## src/rtl/sdram_pkg.sv

```systemverilog
// SDRAM traffic generator shared definitions
// Command encodings, timing constants, address layout and controller states
`default_nettype none

package sdram_pkg;

    // ----------------------------------------
    // Geometry
    // ----------------------------------------
    localparam int ROW_W  = 13;
    localparam int BANK_W = 2;
    localparam int COL_W  = 9;
    localparam int ADR_W  = ROW_W + BANK_W + COL_W;
    localparam int WB_DW  = 16;

    // Timing in clk_50m cycles
    localparam int T_RP    = 2;
    localparam int T_RCD   = 2;
    localparam int T_RFC   = 7;
    localparam int T_MRD   = 2;
    localparam int CAS_LAT = 2;

    // BL1, sequential, CL2, single-location write
    localparam logic [ROW_W-1:0] MODE_WORD = 13'b000_1_00_010_0_000;

    // Address pin source
    localparam logic [1:0] ADR_ROW     = 2'd0;
    localparam logic [1:0] ADR_COL     = 2'd1;
    localparam logic [1:0] ADR_PRE_ALL = 2'd2;
    localparam logic [1:0] ADR_MODE    = 2'd3;

    // {spare, ras_n, cas_n, we_n}
    typedef enum logic [3:0] {
        CMD_LOAD_MODE = 4'b0000,
        CMD_REFRESH   = 4'b0001,
        CMD_PRECHARGE = 4'b0010,
        CMD_ACTIVE    = 4'b0011,
        CMD_WRITE     = 4'b0100,
        CMD_READ      = 4'b0101,
        CMD_NOP       = 4'b0111
    } sdram_cmd_e;

    typedef enum logic [3:0] {
        INIT_WAIT,
        INIT_PRE,
        INIT_REF,
        INIT_MODE,
        IDLE,
        REFRESH,
        ACTIVATE,
        RCD_WAIT,
        RW,
        CAS_WAIT,
        PRE_WAIT
    } ctrl_state_e;

    // ----------------------------------------
    // Word address, flat or split for the pins
    // ----------------------------------------
    typedef struct packed {
        logic [ROW_W-1:0]  row;
        logic [BANK_W-1:0] bank;
        logic [COL_W-1:0]  col;
    } sdram_adr_fields_t;

    typedef union packed {
        logic [ADR_W-1:0]  flat;
        sdram_adr_fields_t fields;
    } sdram_adr_u;

endpackage

`default_nettype wire

```

## src/rtl/traffic_gen.sv

```systemverilog
// Traffic generator, Wishbone classic master
// Writes an LFSR pattern to a block of words, reads it back and compares
`timescale 1ns/1ps
`default_nettype none

module traffic_gen
    import sdram_pkg::*;
#(
    parameter int          N_WORDS   = 32,
    parameter logic [15:0] LFSR_SEED = 16'hACE1
) (
    input  logic             clk_50m,
    input  logic             arst_n,
    input  logic             start,
    output logic             wb_cyc,
    output logic             wb_stb,
    output logic             wb_we,
    output sdram_adr_u       wb_adr,
    output logic [WB_DW-1:0] wb_dat_w,
    input  logic [WB_DW-1:0] wb_dat_r,
    input  logic             wb_ack,
    output logic             done,
    output logic             error
);

    localparam logic [ADR_W-1:0] LAST_ADR = ADR_W'(N_WORDS - 1);

    logic [15:0] lfsr;
    logic [15:0] lfsr_next;
    logic        busy;
    logic        rd_phase;
    logic        last;

    // Fibonacci, taps 16 14 13 11
    assign lfsr_next = {lfsr[14:0], lfsr[15] ^ lfsr[13] ^ lfsr[12] ^ lfsr[10]};
    assign last      = (wb_adr.flat == LAST_ADR);
    assign wb_dat_w  = lfsr;

    always_ff @(posedge clk_50m or negedge arst_n) begin
        if (!arst_n) begin
            wb_cyc   <= 1'b0;
            wb_stb   <= 1'b0;
            wb_we    <= 1'b0;
            wb_adr   <= '0;
            lfsr     <= LFSR_SEED;
            busy     <= 1'b0;
            rd_phase <= 1'b0;
            done     <= 1'b0;
            error    <= 1'b0;
        end else begin
            if (start && !busy) begin
                // Presses during a pass fall through here unseen
                busy        <= 1'b1;
                rd_phase    <= 1'b0;
                done        <= 1'b0;
                error       <= 1'b0;
                lfsr        <= LFSR_SEED;
                wb_adr.flat <= '0;
            end else if (wb_ack) begin
                wb_cyc <= 1'b0;
                wb_stb <= 1'b0;
                if (rd_phase && (wb_dat_r != lfsr)) begin
                    error <= 1'b1;
                end
                if (!last) begin
                    lfsr        <= lfsr_next;
                    wb_adr.flat <= wb_adr.flat + 1'b1;
                end else if (!rd_phase) begin
                    // Write block finished, replay the pattern for reads
                    rd_phase    <= 1'b1;
                    lfsr        <= LFSR_SEED;
                    wb_adr.flat <= '0;
                end else begin
                    busy <= 1'b0;
                    done <= 1'b1;
                end
            end else if (busy && !wb_cyc) begin
                // Bus was idle at least one cycle
                wb_cyc <= 1'b1;
                wb_stb <= 1'b1;
                wb_we  <= !rd_phase;
            end
        end
    end

endmodule

`default_nettype wire

```

## config.mk

```make
export PLATFORM = sky130hd
export DESIGN_NAME = traffic_gen
export DESIGN_NICKNAME = d
export VERILOG_FILES = /design/src/rtl/sdram_pkg.sv /design/src/rtl/traffic_gen.sv
export SDC_FILE = /design/constraint.sdc
export NUM_CORES = 1
export LEC_CHECK = 0
export ABC_AREA = 1
export BUFFER_PORTS_ARGS = -buffer_cell sky130_fd_sc_hd__buf_2
export CAP_MARGIN = 10
export CORE_MARGIN = 5
export CORE_UTILIZATION = 55
export CTS_CLUSTER_DIAMETER = 60
export CTS_CLUSTER_SIZE = 24
export DETAILED_ROUTE_END_ITERATION = 16
export GPL_TIMING_DRIVEN = 0
export PLACE_DENSITY = 0.8
export SKIP_LAST_GASP = 1
export SLEW_MARGIN = 5
export SYNTH_ARGS = -nofsm -noshare
export SYNTH_HDL_FRONTEND = slang
export SYNTH_SLANG_ARGS = --single-unit
export TNS_END_PERCENT = 1
```

## constraint.sdc

```tcl
create_clock -name clk_50m -period 2 [get_ports clk_50m]
set_input_delay 0.6 -clock clk_50m [delete_from_list [all_inputs] [get_ports clk_50m]]
set_output_delay 0.6 -clock clk_50m [all_outputs]
set_load 0.01 [all_outputs]
```

# After elaboration in Yosys (flattened, before gate mapping)
# Cells that the tools add are included.
# W data, S select, Z words.
dict set report word_totals {
  in_bits 20
  regBits 46
  out_inout_bits 45
  wordCells 58
}
dict set report op_classes {
  n_reduce_logical 17
  n_bitwise 5
  n_addsub 1
  mux 24
  n_eq_ne 3
}
# operator n
set ops {}
lappend ops {{$mux W24} 4}
lappend ops {{$mux W16} 4}
lappend ops {{$add A24 B1 Y24 const B} 1}
lappend ops {{$eq A24 B5 Y1 const B} 1}
lappend ops {{$mux W1} 16}
lappend ops {{$ne A16 B16 Y1} 1}
lappend ops {{$reduce_bool A2 Y1} 5}
lappend ops {{$reduce_and A2 Y1} 4}
lappend ops {{$reduce_and A3 Y1} 2}
lappend ops {{$logic_and A1 B1 Y1} 3}
lappend ops {{$logic_not A1 Y1} 3}
lappend ops {{$ne A3 B2 Y1 const B} 1}
lappend ops {{$xor A1 B1 Y1} 3}
lappend ops {{$not A1 Y1} 2}

# Depth between registers and ports, before layout
dict set report logic_depth {
  depth_word 6
  mapped_depth 11
  mapped_depth_nobuf 10
}

# Worst setup path after synthesis
# No wires, ideal clock.
dict set report synth_timing {
  path_type {flip-flop to flip-flop}
  from {register wb_adr[0] (netlist name)}
  to {register wb_adr[16] (netlist name)}
  setup_ns 0.117
  n_path_buf 1
  period_less_slack_ns 1.587
  slack_ns 0.413
  stages_incl_launch_ff 12
  arrival_time_ns 1.470
  t_required_ns 1.883
  cell_sequence {dfrtp_1 -> ha_1 -> nand2_1 -> inv_2 -> nand2_1 -> nor2_1 -> nand4_1 -> nand2_2 -> nand2_4 -> buf_6 -> nand2_1 -> nand2_1}
}
dict set report synth_between {
  elab_chain_cells 4
  word_cells_on_any_way 7
  cone_classes {add/sub (1); eq/ne (2); mux (3); reduce/logical (1)}
}
# item line
set synth_lines {}
lappend synth_lines {{start, declared} traffic_gen.sv:18} ;# output sdram_adr_u wb_adr,
lappend synth_lines {{$add A24 B1 Y24 / $eq A24 B5 Y1 (equally long branches)} {traffic_gen.sv:67, traffic_gen.sv:36}}
lappend synth_lines {{$mux W24} traffic_gen.sv:65} ;# if (!last) begin
lappend synth_lines {{$mux W24} traffic_gen.sv:59} ;# end else if (wb_ack) begin
lappend synth_lines {{$mux W24} traffic_gen.sv:51} ;# if (start && !busy) begin
# Parallel ways exist; a longest one is shown, timed or not. The select of a mux whose other input is x is not followed.
# A chain may end at the register's enable or synchronous reset.

# Worst setup path in the final report
dict set report layout_timing {
  from {register busy}
  to {register wb_adr[17] (netlist name)}
}
dict set report layout_between {
  elab_chain_cells 4
  word_cells_on_any_way 6
  cone_classes {eq/ne (1); mux (1); reduce/logical (4)}
}
# item line
set layout_lines {}
lappend layout_lines {{start, declared} traffic_gen.sv:30} ;# logic busy;
lappend layout_lines {{start signal, assigned} traffic_gen.sv:46} ;# busy <= 1'b0;
lappend layout_lines {{start signal, assigned} traffic_gen.sv:53} ;# busy <= 1'b1;
lappend layout_lines {{start signal, assigned} traffic_gen.sv:74} ;# busy <= 1'b0;
lappend layout_lines {{$logic_not A1 Y1 *} traffic_gen.sv:51}
lappend layout_lines {{$logic_and A1 B1 Y1 *} traffic_gen.sv:51}
lappend layout_lines {{$ne A3 B2 Y1 (no source line) / $reduce_bool A2 Y1 (equally long branches)} --}
lappend layout_lines {{$reduce_and A2 Y1 (no source line)} --}
# Every way passes the cells marked *; elsewhere a longest branch is shown, timed or not.

==> summary.log <==
INFO  detailed_routing met3_length=430um
INFO  sta            tightestPinTransition=1.02ns
INFO  sta            timing_max_transition_violations_final=0
INFO  floorplan      design.die.area=7130um2
INFO  finish         final_core_util=65.8%
INFO  sta            final_worst_path_setup_slack=0.183ns
INFO  sta            final.setup_skew=0.00376ns
INFO  grt            grt_max_degree=47
INFO  floorplan      initial_utilization=56.1%
INFO  power_and_ir_drop power.leakage=1.94nW
INFO  placed_design  dp_worst_setup_slack=0.00323ns
INFO  yosys          syn_nets=474
INFO  finish         insertedDiodeCount=0
INFO  detailed_routing wl_met1=3.99mm
INFO  status         run_status=complete, no violations
INFO  clocking       ctsRootBufferMaster=sky130_fd_sc_hd__clkbuf_8
INFO  grt            globalRouteTotalUtil=25.3%
INFO  floorplan      die_height=84.5um
INFO  yosys          avgSynthCellArea=6.73um2
INFO  detailed_routing drcViolationCount=0
INFO  yosys          yosysUniqueCellTypes=29
INFO  finish         final_cell_count_no_fill=599
INFO  yosys          post-synth-top-area-cell=sky130_fd_sc_hd__dfrtp_1
INFO  flow_run       maxCapViolations=0
INFO  floorplan      core.rowCount=27
INFO  yosys          synth_common_cells=sky130_fd_sc_hd__nand2_1, sky130_fd_sc_hd__nor2_1, sky130_fd_sc_hd__nand3_1, sky130_fd_sc_hd__dfrtp_1, sky130_fd_sc_hd__inv_1
INFO  floorplan      fp.coreArea=5440um2
INFO  clocking       clk_pin_slew=0.09ns
INFO  detailed_routing met2_wirelength=4.15mm
INFO  power_and_ir_drop post-layout-total-power=0.00277W
INFO  placed_design  finalWeightedCongestion=0.949
INFO  detailed_routing routed_via_density=5.43
INFO  yosys          synth-main-ff-cell=sky130_fd_sc_hd__dfrtp_1
INFO  setup_path     worstSetupStartpointType=register
INFO  detailed_routing ant_nets=0
INFO  power_and_ir_drop p_per_cell_area=773nW/um2
INFO  sta            final_layout_worst_hold_slack=0.470ns
INFO  clocking       clock_sinks=46
INFO  finish         layout.nets=547
INFO  clocking       clock_latency_reported_for_the_late_side_of_the_worst_skew_pair=0.30ns
INFO  floorplan      io-pin-count=65
INFO  power_and_ir_drop irDropWorstVdd=0.743mV
INFO  yosys          syn-instance-count=453
INFO  placed_design  port_buffers=64
INFO  clocking       htree_levels=2
INFO  setup_path     worst_ep_arrival_time=2.01ns
INFO  yosys          syn_area=3050um2
INFO  clocking       clock_path_buffers=2
INFO  grt            grt_pass1_wl=14.8mm
INFO  yosys          synth_enable_flop_cells=0
INFO  yosys          synth_seq_cells=46
INFO  detailed_routing drt-pass1-iter-count=5
INFO  sta            min_period_over_period=90.9%
INFO  yosys          top_cell_type_s_share_of_synthesized_area=31.2%
INFO  sta            finalSetupViolCount=0
INFO  finish         areaGrowthSynthToFinish=17.4%
INFO  floorplan      die_w=84.5um
INFO  setup_path     cp-end-kind=register
INFO  finish         share_of_layout_cells_above_drive_strength_1=20.9%
INFO  grt            first_global_vias=3,144
INFO  sta            layout_min_cycle_time=1.82ns
INFO  detailed_routing post_drt_wl_per_cell=14.5um
INFO  sta            worst_slew_margin_rel=32.2%
INFO  yosys          yosysWarningCount=0
INFO  setup_path     crit_type=register to register
INFO  min_path       min-delay-path-class=input port to async pin
INFO  yosys          seq_area_frac_synth=38.1%
INFO  yosys          synth.top_cells.by_area=sky130_fd_sc_hd__dfrtp_1, sky130_fd_sc_hd__nand2_1, sky130_fd_sc_hd__nand3_1, sky130_fd_sc_hd__nor2_1, sky130_fd_sc_hd__dfstp_2
INFO  detailed_routing wl=8.66mm
INFO  placed_design  dpl.hpwl=6.45mm
INFO  sta            final-hold-violation-count=0
INFO  detailed_routing vias=3,250
INFO  detailed_routing routed.top_layer=met4
INFO  clocking       cts_made_buffers=5
INFO  sta            max_freq=550MHz
INFO  detailed_routing initialDrtViolationCount=220
INFO  yosys          yosysMostFrequentCell=sky130_fd_sc_hd__nand2_1
INFO  setup_path     critical_path.max_fanout=10
INFO  grt            grt-ovfl-total=0
INFO  yosys          async_flop_share=100%
INFO  clocking       clock_tree_from_tritoncts=built
INFO  setup_path     critical_path_required=2.19ns
INFO  placed_design  placed_cells=589
INFO  grt            grt_antenna_before_repair=0
layout make-up:
cell class                      instances  area [um2]
Fill cell                             529        1860
Inverter                               31         116
Multi-Input combinational cell        358        1680
Tap cell                               72        90.1
Clock buffer                            5        68.8
Timing Repair Buffer                   66         335
Sequential cell                        46        1160
Buffer                                 18         109
Clock inverter                          3        21.3
through the flow:
step                setup TNS, ns  instance area (um2)
floorplan                       0                 3050
global placement          -0.0196                 3460
detailed placement              0                 3460
CTS                             0                 3550
global route               -0.125                 3580
finish                          0                 3580
flip-flops by register name (all words and copies together) (netlist names):
register,flops
rd_phase,1
wb_stb,1
done,1
error,1
wb_adr,24
wb_dat_w,16
wb_we,1
busy,1
timing repair:
item / CTS / global route
hold endpoints to repair: 0 / 0
endpoints found under the setup margin: 0 / 19
gates resized for setup: 0 / 4
hold buffers: 0 / 0
buffers inserted: 0 / 2
where the power goes:
group | leakage (nW) | total, W | internal, W | switching, W
Clock | 0.0441 | 0.000583 | 0.000246 | 0.000337
Sequential | 0.589 | 0.00133 | 0.00112 | 0.000210
Combinational | 1.31 | 0.000857 | 0.000392 | 0.000465
placed cells by master, fill, tap and decap left out, types with 3 or more instances in the layout:
master | Yosys | final
sky130_fd_sc_hd__a21oi_1 | 3 | 3
sky130_fd_sc_hd__buf_2 | 6 | 70
sky130_fd_sc_hd__buf_4 | 5 | 7
sky130_fd_sc_hd__clkbuf_1 | 5 | 5
sky130_fd_sc_hd__clkbuf_8 | 0 | 5
sky130_fd_sc_hd__dfrtp_1 | 38 | 37
sky130_fd_sc_hd__dfstp_2 | 8 | 8
sky130_fd_sc_hd__inv_1 | 29 | 29
sky130_fd_sc_hd__nand2_1 | 154 | 154
sky130_fd_sc_hd__nand3_1 | 67 | 67
sky130_fd_sc_hd__nand3b_1 | 5 | 5
sky130_fd_sc_hd__nand4_1 | 10 | 10
sky130_fd_sc_hd__nor2_1 | 73 | 72
sky130_fd_sc_hd__nor2_2 | 5 | 6
sky130_fd_sc_hd__nor3_1 | 3 | 3
sky130_fd_sc_hd__o21bai_1 | 3 | 3
sky130_fd_sc_hd__xnor2_1 | 11 | 11
sky130_fd_sc_hd__xor2_1 | 12 | 12
kinds of logic (layout without fill, tap and decap cells):
group	Yosys count	count (layout)	synth area share, %
and+or+nand+nor	323	323	45.3
buffers and inverters	49	123	7.39
DFF	46	46	38.1
xor gates and xnor gates	23	23	6.61
AOI/OAI and AO/OA	11	11	2.22
adders and majority gates	1	1	0.410
layer usage:
metal  vias up  global-route usage (%)
met3        10                    3.73
met1      1565                    34.8
met4         0                    6.91
li1       1572                       -
met5         -                       0
met2       103                    41.8
critical path: stages (launching register included):
cell                       delay, ns
sky130_fd_sc_hd__dfrtp_1        0.41
sky130_fd_sc_hd__inv_1          0.08
sky130_fd_sc_hd__nand2_1        0.18
sky130_fd_sc_hd__inv_1          0.24
sky130_fd_sc_hd__clkbuf_1       0.47
sky130_fd_sc_hd__nor2_1         0.17
sky130_fd_sc_hd__nand2_1        0.10
sky130_fd_sc_hd__nand2_1        0.05
final timing paths:
path / start / endpoint / slack (ns) / cells past startpoint
worst max-delay path: busy$_DFFE_PN0P_ / wb_adr[17]$_DFFE_PN0P_ / 0.18 / 7
worst min-delay path: arst_n / wb_adr[7]$_DFFE_PN0P_ / 0.47 / 1
worst max register to register: busy$_DFFE_PN0P_ / wb_adr[17]$_DFFE_PN0P_ / 0.18 / 7
worst min register to register: wb_dat_w[5]$_DFFE_PN1P_ / wb_dat_w[5]$_DFFE_PN1P_ / 0.51 / 2
max in group asynchronous: arst_n / wb_adr[0]$_DFFE_PN0P_ / 0.85 / 1
min in group clk_50m: wb_dat_w[5]$_DFFE_PN1P_ / wb_dat_w[5]$_DFFE_PN1P_ / 0.51 / 2
Power figures use the tool's default switching activity.
