===== src/rtl/sdram_timer.sv =====
// SDRAM controller timer
// Reloadable delay counter for init and command spacing, plus the
// free-running auto-refresh interval counter
`timescale 1ns/1ps
`default_nettype none

module sdram_timer #(
    parameter int INIT_CYCLES    = 10000,
    parameter int REFRESH_CYCLES = 390
) (
    input  logic        clk_50m,
    input  logic        arst_n,
    input  logic        timer_load,
    input  logic [15:0] timer_value,
    output logic        timer_done,
    input  logic        refresh_ack,
    output logic        refresh_due
);

    localparam logic [15:0] REF_RELOAD = 16'(REFRESH_CYCLES - 1);
    // First interval also covers the power-up wait
    localparam logic [15:0] REF_FIRST  = 16'(INIT_CYCLES + REFRESH_CYCLES - 1);

    logic [15:0] wait_cnt;
    logic [15:0] ref_cnt;

    // ----------------------------------------
    // Command delay
    // ----------------------------------------
    // Loaded value is the spacing from the loading command to the next one,
    // so done rises in the last wait cycle
    always_ff @(posedge clk_50m or negedge arst_n) begin
        if (!arst_n) begin
            wait_cnt <= '0;
        end else if (timer_load) begin
            wait_cnt <= timer_value - 16'd1;
        end else if (wait_cnt != '0) begin
            wait_cnt <= wait_cnt - 16'd1;
        end
    end

    assign timer_done = (wait_cnt[15:1] == '0);

    // ----------------------------------------
    // Refresh interval
    // ----------------------------------------
    always_ff @(posedge clk_50m or negedge arst_n) begin
        if (!arst_n) begin
            ref_cnt <= REF_FIRST;
        end else if (ref_cnt == '0) begin
            ref_cnt <= REF_RELOAD;
        end else begin
            ref_cnt <= ref_cnt - 16'd1;
        end
    end

    // Sticky until the FSM issues the refresh
    always_ff @(posedge clk_50m or negedge arst_n) begin
        if (!arst_n) begin
            refresh_due <= 1'b0;
        end else if (ref_cnt == '0) begin
            refresh_due <= 1'b1;
        end else if (refresh_ack) begin
            refresh_due <= 1'b0;
        end
    end

endmodule

`default_nettype wire


===== config.mk =====
export PLATFORM = sky130hd
export DESIGN_NAME = sdram_timer
export DESIGN_NICKNAME = d
export VERILOG_FILES = /design/src/rtl/sdram_timer.sv
export SDC_FILE = /design/constraint.sdc
export NUM_CORES = 1
export LEC_CHECK = 0
export BUFFER_PORTS_ARGS = -buffer_cell sky130_fd_sc_hd__buf_2
export CAP_MARGIN = 20
export CORE_ASPECT_RATIO = 0.8
export CORE_MARGIN = 8
export CORE_UTILIZATION = 40
export DETAILED_ROUTE_END_ITERATION = 8
export GPL_TIMING_DRIVEN = 1
export PLACE_DENSITY_LB_ADDON = 0.08
export SYNTH_ARGS = -nofsm -noshare
export SYNTH_HDL_FRONTEND = slang
export SYNTH_SLANG_ARGS = --single-unit

===== constraint.sdc =====
create_clock -name clk_50m -period 2.85 [get_ports clk_50m]
set_clock_uncertainty 0.1 [all_clocks]
set_input_delay 0.4275 -clock clk_50m [delete_from_list [all_inputs] [get_ports clk_50m]]
set_output_delay 0.4275 -clock clk_50m [all_outputs]
set_load 0.005 [all_outputs]

== Yosys cells after proc, flatten, opt, wreduce, memory -nomap -nowiden ==
Cells that the tools add are included.
Cells by class
  add/sub/neg operators: 3
  reductions and logical operators: 5
  multiplexer cells: 5
Operator list (count)
  $mux 16: 3
  $sub 16x1->16 const B: 3
  $logic_not 16->1: 1
  $reduce_bool 16->1: 1
  $logic_not 15->1: 1
  $reduce_bool 2->1: 2
  $mux 1: 2
Storage, ports and cells
  word-level logic and storage cells: 16
  bits of input ports: 20
  output and inout port bits: 2
  register bits after elaboration: 33

== Logic depth before layout (Yosys ltp) ==
Gate-level depths: netlist (run 1).
  depth in word-level cells: 3
  depth in mapped cells: 9
  gate-level depth less buffers: 6

== Least setup slack after synthesis (run 1) ==
OpenSTA, ideal clock, no wires.
  path kind: input to register
  start: input port timer_load
  end: register wait_cnt[8]
  arrival time: 2.184 ns
  setup slack: 0.487 ns
  data required time: 2.672 ns
  setup time: 0.078 ns
  stages: 9
  path through: buf_2 buf_4 buf_2 buf_2 mux2i_1 ha_1 o211ai_1 or3_1 a21oi_1
On the way
  word-level cells in the longest chain between the ends: 1
  elaborated cells between the ends (all ways): 2
  those cells by class: mux: 1; reduce/logical: 1
Ends and longest elaborated chain
  from (decl): line 13  | input logic timer_load,
  $mux 16 or $reduce_bool 2->1 (tied branches)
  to (signal assigned): line 36  | wait_cnt <= timer_value - 16'd1;
  to (signal assigned): line 38  | wait_cnt <= wait_cnt - 16'd1;
  to (decl): line 24  | logic [15:0] wait_cnt;
Parallel ways exist; a longest one is shown, timed or not.
A chain may end at the register's enable or synchronous reset.

== Worst setup path after layout (run 1) ==
  start: register ref_cnt[1]
  end: register ref_cnt[12]
On the way
  word-level cells in the longest chain between the ends: 2
  elaborated cells between the ends (all ways): 3
  those cells by class: add/sub: 1; mux: 1; reduce/logical: 1
Ends and longest elaborated chain
  from (decl): line 25  | logic [15:0] ref_cnt;
  from (signal assigned): line 53  | ref_cnt <= ref_cnt - 16'd1;
  $sub 16x1->16 or $logic_not 16->1 (tied branches): line 53, 50
  $mux 16 *: line 50  | end else if (ref_cnt == '0) begin
Every way passes the cells marked *; elsewhere a longest branch is shown, timed or not.

==> results by group, run 1 <==
Outcome
  – Status: completed

Setup path
  – Required @ worst endpoint: 2.93 ns
  – CP Launch Type: flip-flop
  – Crit Path Class: reg -> reg
  – Worst Path Buf+Inv: 1
  – Crit-path max FO: 8
  – Largest delay share family, worst path: simple AND/OR/NAND/NOR gates
  – Worst reg2reg path endpoint: ref_cnt[12]
  – Worst r2r src: ref_cnt[1]
  – Worst endpoint data arrival time: 2.32 ns
  – Largest stage delay, worst path: 0.61 ns
  – CP endpoint kind: flip-flop
  – R2R setup slack: 0.61 ns
  – Slowest cell on crit path: or4b_1
  – Worst r2r path cells: 5
  – Worst path cell trace: inv_1, ha_1, or4b_1, or4_4, a21o_1

Timing
  – Final slew viol count: 0
  – Setup TNS: 0 ns
  – RSZ-0062 raised after global routing: false
  – Post-layout min period: 2.24 ns
  – Max frequency: 447 MHz
  – Worst-Margin Slew: 0.748 ns
  – Final setup margin: 0.613 ns
  – Worst relative slew slack: 50.2%
  – Final hold vios: 0
  – Final period utilization: 78.5%
  – Final setup fails: 0

Floorplanning
  – Starting density of the core: 40.7%
  – Chip height: 79.1 microns
  – I/O pin cnt: 22
  – Die ar.: 0.00750 sq mm
  – Site Rows: 23
  – Core ar.: 0.00489 sq mm
  – DIE WIDTH: 94.9 microns

Detailed routing
  – Routed len/inst: 16.1 microns
  – Vias: 1633
  – Initial DRC Count: 61
  – Vias per cell: 5.65
  – Detailed-router iteration count before antenna repair: 4
  – DRC Markers: 0
  – Final wirelength: 4660 microns
  – ANT nets after route: 0

Placed design
  – DP Worst Slack: 0.493 ns
  – Dpl hpwl: 3530 microns
  – IO Port Bufs: 21
  – RePlAce Congestion: 0.878

Logic synthesis
  – Syn Inst Count: 204
  – Post-Synth Simple-Gate Area: 25.1%
  – Share of the synthesized area in the top cell type: 33.9%
  – Synth Area in XOR/XNOR: 5.28%
  – EDFF count, synth: 0
  – Proportion of synthesized area in mux cells: 10.4%
  – Synth Area per Inst: 9.76 sq um
  – Synth Cell Area: 0.00199 sq mm
  – Seq/Total Area, Yosys: 41.9%
  – Synth Flop Type: dfrtp_1
  – Cell accounting for the most synthesized area: dfrtp_1
  – Synth unique cells: 49
  – Synth area leaders: dfrtp_1, dfstp_2, mux2i_1, nor2_1, xnor2_1
  – Warnings from Yosys: 0
  – Syn Nets: 226
  – Post-synthesis adder-cell area fraction: 1.26%
  – Largest family of logic cells by synthesized area: simple AND/OR/NAND/NOR gates
  – Asr flop ratio synth: 100%
  – Synth Area in Compound Gates: 12.7%
  – Yosys reg bits: 33

CTS
  – Clk buf depth: 2
  – Hold buffer count at CTS: 0
  – CTS tree: done
  – Clock sink count: 33
  – Root Driver: clkbuf_8
  – Clk pin slew, worst setup/hold paths: 0.07 ns
  – Max H-tree Level: 2
  – # Post-CTS Setup Buffers: 0
  – Post-CTS sizing: 0
  – Num CTS Buffers: 5
  – Clock Latency Late Sink: 0.29 ns

Layout
  – Nets: 248
  – Share of layout cells above drive strength 1: 23.3%
  – Area delta synth->final: 12.6%
  – Fillers: 502
  – Antenna diodes: 0
  – Final core utilization: 45.8%

GRT
  – First-pass GRT wire length: 7900 microns
  – Initial antenna violation count: 0
  – Largest net degree at the start of global routing: 34
  – Vias in the first global route: 1658
  – Gr ovfl total: 0
  – GR Util All Layers: 13.7%

Run
  – Max-cap violations: 0

Min path
  – Worst Hold Class: in -> async

Power
  – Leakage: 0.000972 uW
  – VDD IR-drop max: 215 uV
  – Overall Power: 1060 uW
  – Power per Cell Area: 475 mW/mm^2
-- cells by family (layout without fill, tap and decap cells) --
family,Yosys count,after routing
AND/OR/NAND/NOR,87,87
AO/OA/AOI/OAI,36,36
flip-flops,33,33
multiplexers,20,20
buffers and inverters,14,37
XOR/XNOR,12,12
adder cells (fa/ha/maj),2,2
-- synthesized netlist by cell type (2+ instances only) --
master / n
o21ai_0: 4
or4b_1: 2
a31o_2: 2
nor3b_1: 3
xnor2_1: 9
a21o_1: 3
nand4_1: 2
and3_1: 2
nor2_1: 22
or3b_1: 2
nand2_1: 9
o41ai_1: 4
o211ai_1: 2
a21oi_1: 10
xor2_1: 3
or4_1: 6
nor3_1: 10
o31ai_1: 2
or3b_2: 2
mux2i_1: 15
nand3_1: 4
clkbuf_1: 2
a222oi_1: 2
buf_2: 7
dfstp_2: 6
inv_1: 3
dfrtp_1: 27
or3_1: 5
mux2_2: 4
ha_1: 2
nand2b_1: 2
nor4_1: 8
nor2b_1: 2
-- layer usage --
layer  vias up  track usage, %  share of wire [%]
li1        811               -                  -
met1       788            18.8                 51
met2        26            19.3                 42
met3         8            4.43                5.7
met4         0            5.13                1.3
met5         -               0                  0
-- worst max path at each step --
stage	start	endpoint	slack (ns)	depth (start not counted)
4_1_cts	ref_cnt[1]	ref_cnt[12]	0.60	5
3_3_place_gp	timer_load	wait_cnt[12]	0.51	6
2_1_floorplan	timer_load	wait_cnt[8]	0.49	9
6_report	ref_cnt[1]	ref_cnt[12]	0.61	5
5_1_grt	ref_cnt[1]	ref_cnt[1]	0.49	6
3_5_place_dp	timer_load	wait_cnt[12]	0.49	6
-- per-stage QoR --
step	hold WS (ns)	cells	area [sq um]
6_report	0.0988	289	2240
5_1_grt	0.156	289	2240
4_1_cts	0.129	289	2240
3_5_place_dp	0.359	281	2160
3_3_place_gp	0.347	281	2160
2_1_floorplan	0.0319	204	1990
-- cells in the final DEF, fill, tap and decap left out, drive strengths merged, types with 2 or more instances in the layout --
cell,Yosys,layout
xnor2,9,9
nor2b,2,2
nand2,9,9
nor2,22,22
nand4,2,2
clkinv,0,2
dfrtp,27,27
or3,5,5
o31ai,2,2
and3,2,2
mux2i,15,15
nand2b,2,2
o21ai,4,4
or3b,4,4
dfstp,6,6
nor4,9,9
o41ai,4,4
buf,8,26
mux2,5,5
nand3,4,4
a222oi,2,2
o211ai,2,2
or4,7,7
ha,2,2
inv,3,3
a21oi,10,10
a21o,3,3
nor3b,3,3
xor2,3,3
nor3,11,11
a31o,2,2
or4b,3,3
clkbuf,3,6
-- sequential cells by signal, indices dropped and copies added, names as in the netlist --
| signal | count |
|---|---|
| ref_cnt | 16 |
| wait_cnt | 16 |
| refresh_due | 1 |
-- power breakdown --
group          leakage, uW  internal, uW  switching (uW)
combinational     0.000535          74.8            88.9
sequential        0.000392           506            45.3
clock            0.0000450           169             180
total             0.000972           750             314
-- area by class of cell --
class	instances	area, sq um	area share, %
Clock buffer	6	72.6	3.24
Sequential cell	33	833	37.2
Timing Repair Buffer	26	143	6.36
Tap cell	62	77.6	3.46
Clock inverter	2	10.0	0.446
Multi-Input combinational cell	157	1090	48.8
Inverter	3	11.3	0.502
Power figures use the tool's default switching activity.
==> run 2: changes to the inputs <==
==> constraint.sdc (replaced) <==
create_clock -name clk_50m -period 2.1 [get_ports clk_50m]
set_clock_uncertainty 0.1 [all_clocks]
set_input_delay 0.315 -clock clk_50m [delete_from_list [all_inputs] [get_ports clk_50m]]
set_output_delay 0.315 -clock clk_50m [all_outputs]
set_load 0.005 [all_outputs]
==> run 2 against run 1 <==
Against the previous run:
- count of clock-buffer cells in the layout is the same
- via count up 4.9%
- sequential share of layout area decreased by 2.1 points
- critical path depth stayed put
- global-route usage increased by 0.44 points
- combinational power increased by 49%
- worst setup slack worse by 0.52 ns
- wire length increased by 8.5%
- non-clock buffer count up 15
- hold slack got worse by 0.088 ns
==> results by group, run 2 (synthesized netlist as in run 1, its figures left out) <==
Outcome
  – Status: completed (unchanged)

Setup path
  – Crit-path max FO: 4 (was 8)
  – Largest delay share family, worst path: simple AND/OR/NAND/NOR gates (unchanged)
  – Crit Path Class: reg -> reg (unchanged)
  – Worst Path Buf+Inv: 1 (unchanged)
  – Worst path cell trace: inv_1, ha_1, or4b_4, nor4_2, mux2_2 (was inv_1, ha_1, or4b_1, or4_4, a21o_1)
  – Slowest cell on crit path: or4b_4 (was or4b_1)
  – Largest stage delay, worst path: 0.51 ns (was 0.61 ns)
  – CP Launch Type: flip-flop (unchanged)
  – CP endpoint kind: flip-flop (unchanged)
  – Required @ worst endpoint: 2.16 ns (was 2.93 ns)
  – Worst endpoint data arrival time: 2.07 ns (was 2.32 ns)

CTS
  – Max H-tree Level: 2 (unchanged)
  – Hold buffer count at CTS: 0 (unchanged)
  – Num CTS Buffers: 5 (unchanged)
  – CTS tree: done (unchanged)
  – # Post-CTS Setup Buffers: 0 (unchanged)
  – Clock Latency Late Sink: 0.28 ns (was 0.29 ns)
  – Clk buf depth: 2 (unchanged)
  – Clock sink count: 33 (unchanged)
  – Clk pin slew, worst setup/hold paths: 0.07 ns (about the same)
  – Root Driver: clkbuf_8 (unchanged)

Layout
  – Most frequent cells in the layout: dfrtp_1, nor2_1, buf_2 (unchanged)
  – Nets: 263 (was 248)
  – Fin cells: 304 (was 289)
  – Most common cell after layout, fill and taps aside: dfrtp_1 (unchanged)
  – Antenna diodes: 0 (unchanged)
  – Area delta synth->final: 19.5% (was 12.6%)
  – Fillers: 473 (was 502)
  – Regs by FF count: ref_cnt (16), wait_cnt (16), refresh_due (1) (unchanged)
  – Share of layout cells above drive strength 1: 29.8% (was 23.3%)

Floorplanning
  – Core ar.: 0.00489 sq mm (unchanged)
  – I/O pin cnt: 22 (unchanged)
  – Starting density of the core: 40.7% (unchanged)
  – Chip height: 79.1 microns (unchanged)
  – Die ar.: 0.00750 sq mm (unchanged)
  – Site Rows: 23 (unchanged)
  – DIE WIDTH: 94.9 microns (unchanged)

GRT
  – Initial antenna violation count: 0 (unchanged)
  – Gr ovfl total: 0 (unchanged)
  – Largest net degree at the start of global routing: 34 (unchanged)
  – First-pass GRT wire length: 8310 microns (was 7900 microns)
  – GR Util All Layers: 14.1% (was 13.7%)
  – Vias in the first global route: 1774 (was 1658)

Detailed routing
  – Detailed-router iteration count before antenna repair: 4 (unchanged)
  – Final wirelength: 5050 microns (was 4660 microns)
  – ANT nets after route: 0 (unchanged)
  – Routed len/inst: 16.6 microns (was 16.1 microns)
  – Vias per cell: 5.63 (was 5.65)
  – DRC Markers: 0 (unchanged)
  – Initial DRC Count: 96 (was 61)
  – Vias: 1713 (was 1633)

Placed design
  – Inst Count DP: 296 (was 281)
  – RePlAce Congestion: 0.808 (was 0.878)
  – Dpl hpwl: 3890 microns (was 3530 microns)
  – IO Port Bufs: 21 (unchanged)

Timing
  – Max frequency: 499 MHz (was 447 MHz)
  – Worst-Margin Slew: 0.775 ns (was 0.748 ns)
  – Post-layout min period: 2.00 ns (was 2.24 ns)
  – Worst relative slew slack: 48.4% (was 50.2%)
  – Final period utilization: 95.4% (was 78.5%)
  – Final setup fails: 0 (unchanged)
  – Final hold vios: 0 (unchanged)
  – Final slew viol count: 0 (unchanged)
  – RSZ-0062 raised after global routing: false (unchanged)

Power
  – VDD IR-drop max: 392 uV (was 215 uV)
  – Overall Power: 1460 uW (was 1060 uW)
  – Leakage: 0.00104 uW (was 0.000972 uW)
  – Power per Cell Area: 612 mW/mm^2 (was 475 mW/mm^2)

Run
  – Max-cap violations: 0 (unchanged)

Min path
  – Worst Hold Class: in -> async (unchanged)
-- run 2: cell types whose count changed in the layout (fill, tap and decap cells not counted), sizes merged --
cell,change
buf,+15
-- run 2: stage by stage --
stage	instance area, sq um	hold slack [ns]	TNS, ns	utilization, %	setup WS, ns
global placement	2270	0.320	0	46.5	0.0104
floorplan	2010	-0.0806	0	-	0.00548
CTS	2380	0.0379	0	48.6	0.0337
finish	2380	0.0104	0	48.6	0.0962
global route	2380	0.0567	0	48.6	0.000615
detailed placement	2270	0.342	-0.397	46.5	-0.141
-- run 2: cell type report --
type / instances / area, sq um / area share (%)
multi-input combinational: 157 / 1120 / 47.1
sequential: 33 / 833 / 35.0
timing repair buffer: 41 / 255 / 10.7
tap: 62 / 77.6 / 3.26
clock buffer: 6 / 72.6 / 3.05
inverter: 3 / 11.3 / 0.473
clock inverter: 2 / 10.0 / 0.421
-- run 2: routing by layer --
metal	wire length (microns)	vias to the layer above	part of all wire, %	global-route usage, %
met5	0	-	0	0
met4	22	0	0.44	3.42
met3	294	2	5.8	3.58
met2	2260	37	45	22.1
met1	2470	834	49	19.0
li1	-	840	-	-
-- run 2: worst reg2reg max path, cell delays in order, from the launching register on --
cell and delay [ns]:
dfrtp_1 0.39, inv_1 0.06, ha_1 0.15, or4b_4 0.51, nor4_2 0.32, mux2_2 0.37
-- run 2: worst paths after layout --
check,start,endpoint,slack [ns],cells after the start
worst max-delay path,ref_cnt[1],ref_cnt[14],0.1,5
worst min-delay path,arst_n,wait_cnt[9],0.01,1
worst max register to register,ref_cnt[1],ref_cnt[14],0.1,5
worst min register to register,refresh_due,refresh_due,0.42,2
max in group asynchronous,arst_n,refresh_due,1.40,1
min in group clk_50m,refresh_ack,refresh_due,0.12,2
-- run 2: what timing repair did --
action                     in CTS  in global routing
resized for setup               3                  1
setup endpoints to repair       2                  3
pin swaps                       0                  1
-- run 2: power by group --
group	leakage [uW]	internal, uW	switching (uW)
registers	0.000392	687	62.9
clock network	0.0000450	230	233
logic	0.000606	116	129
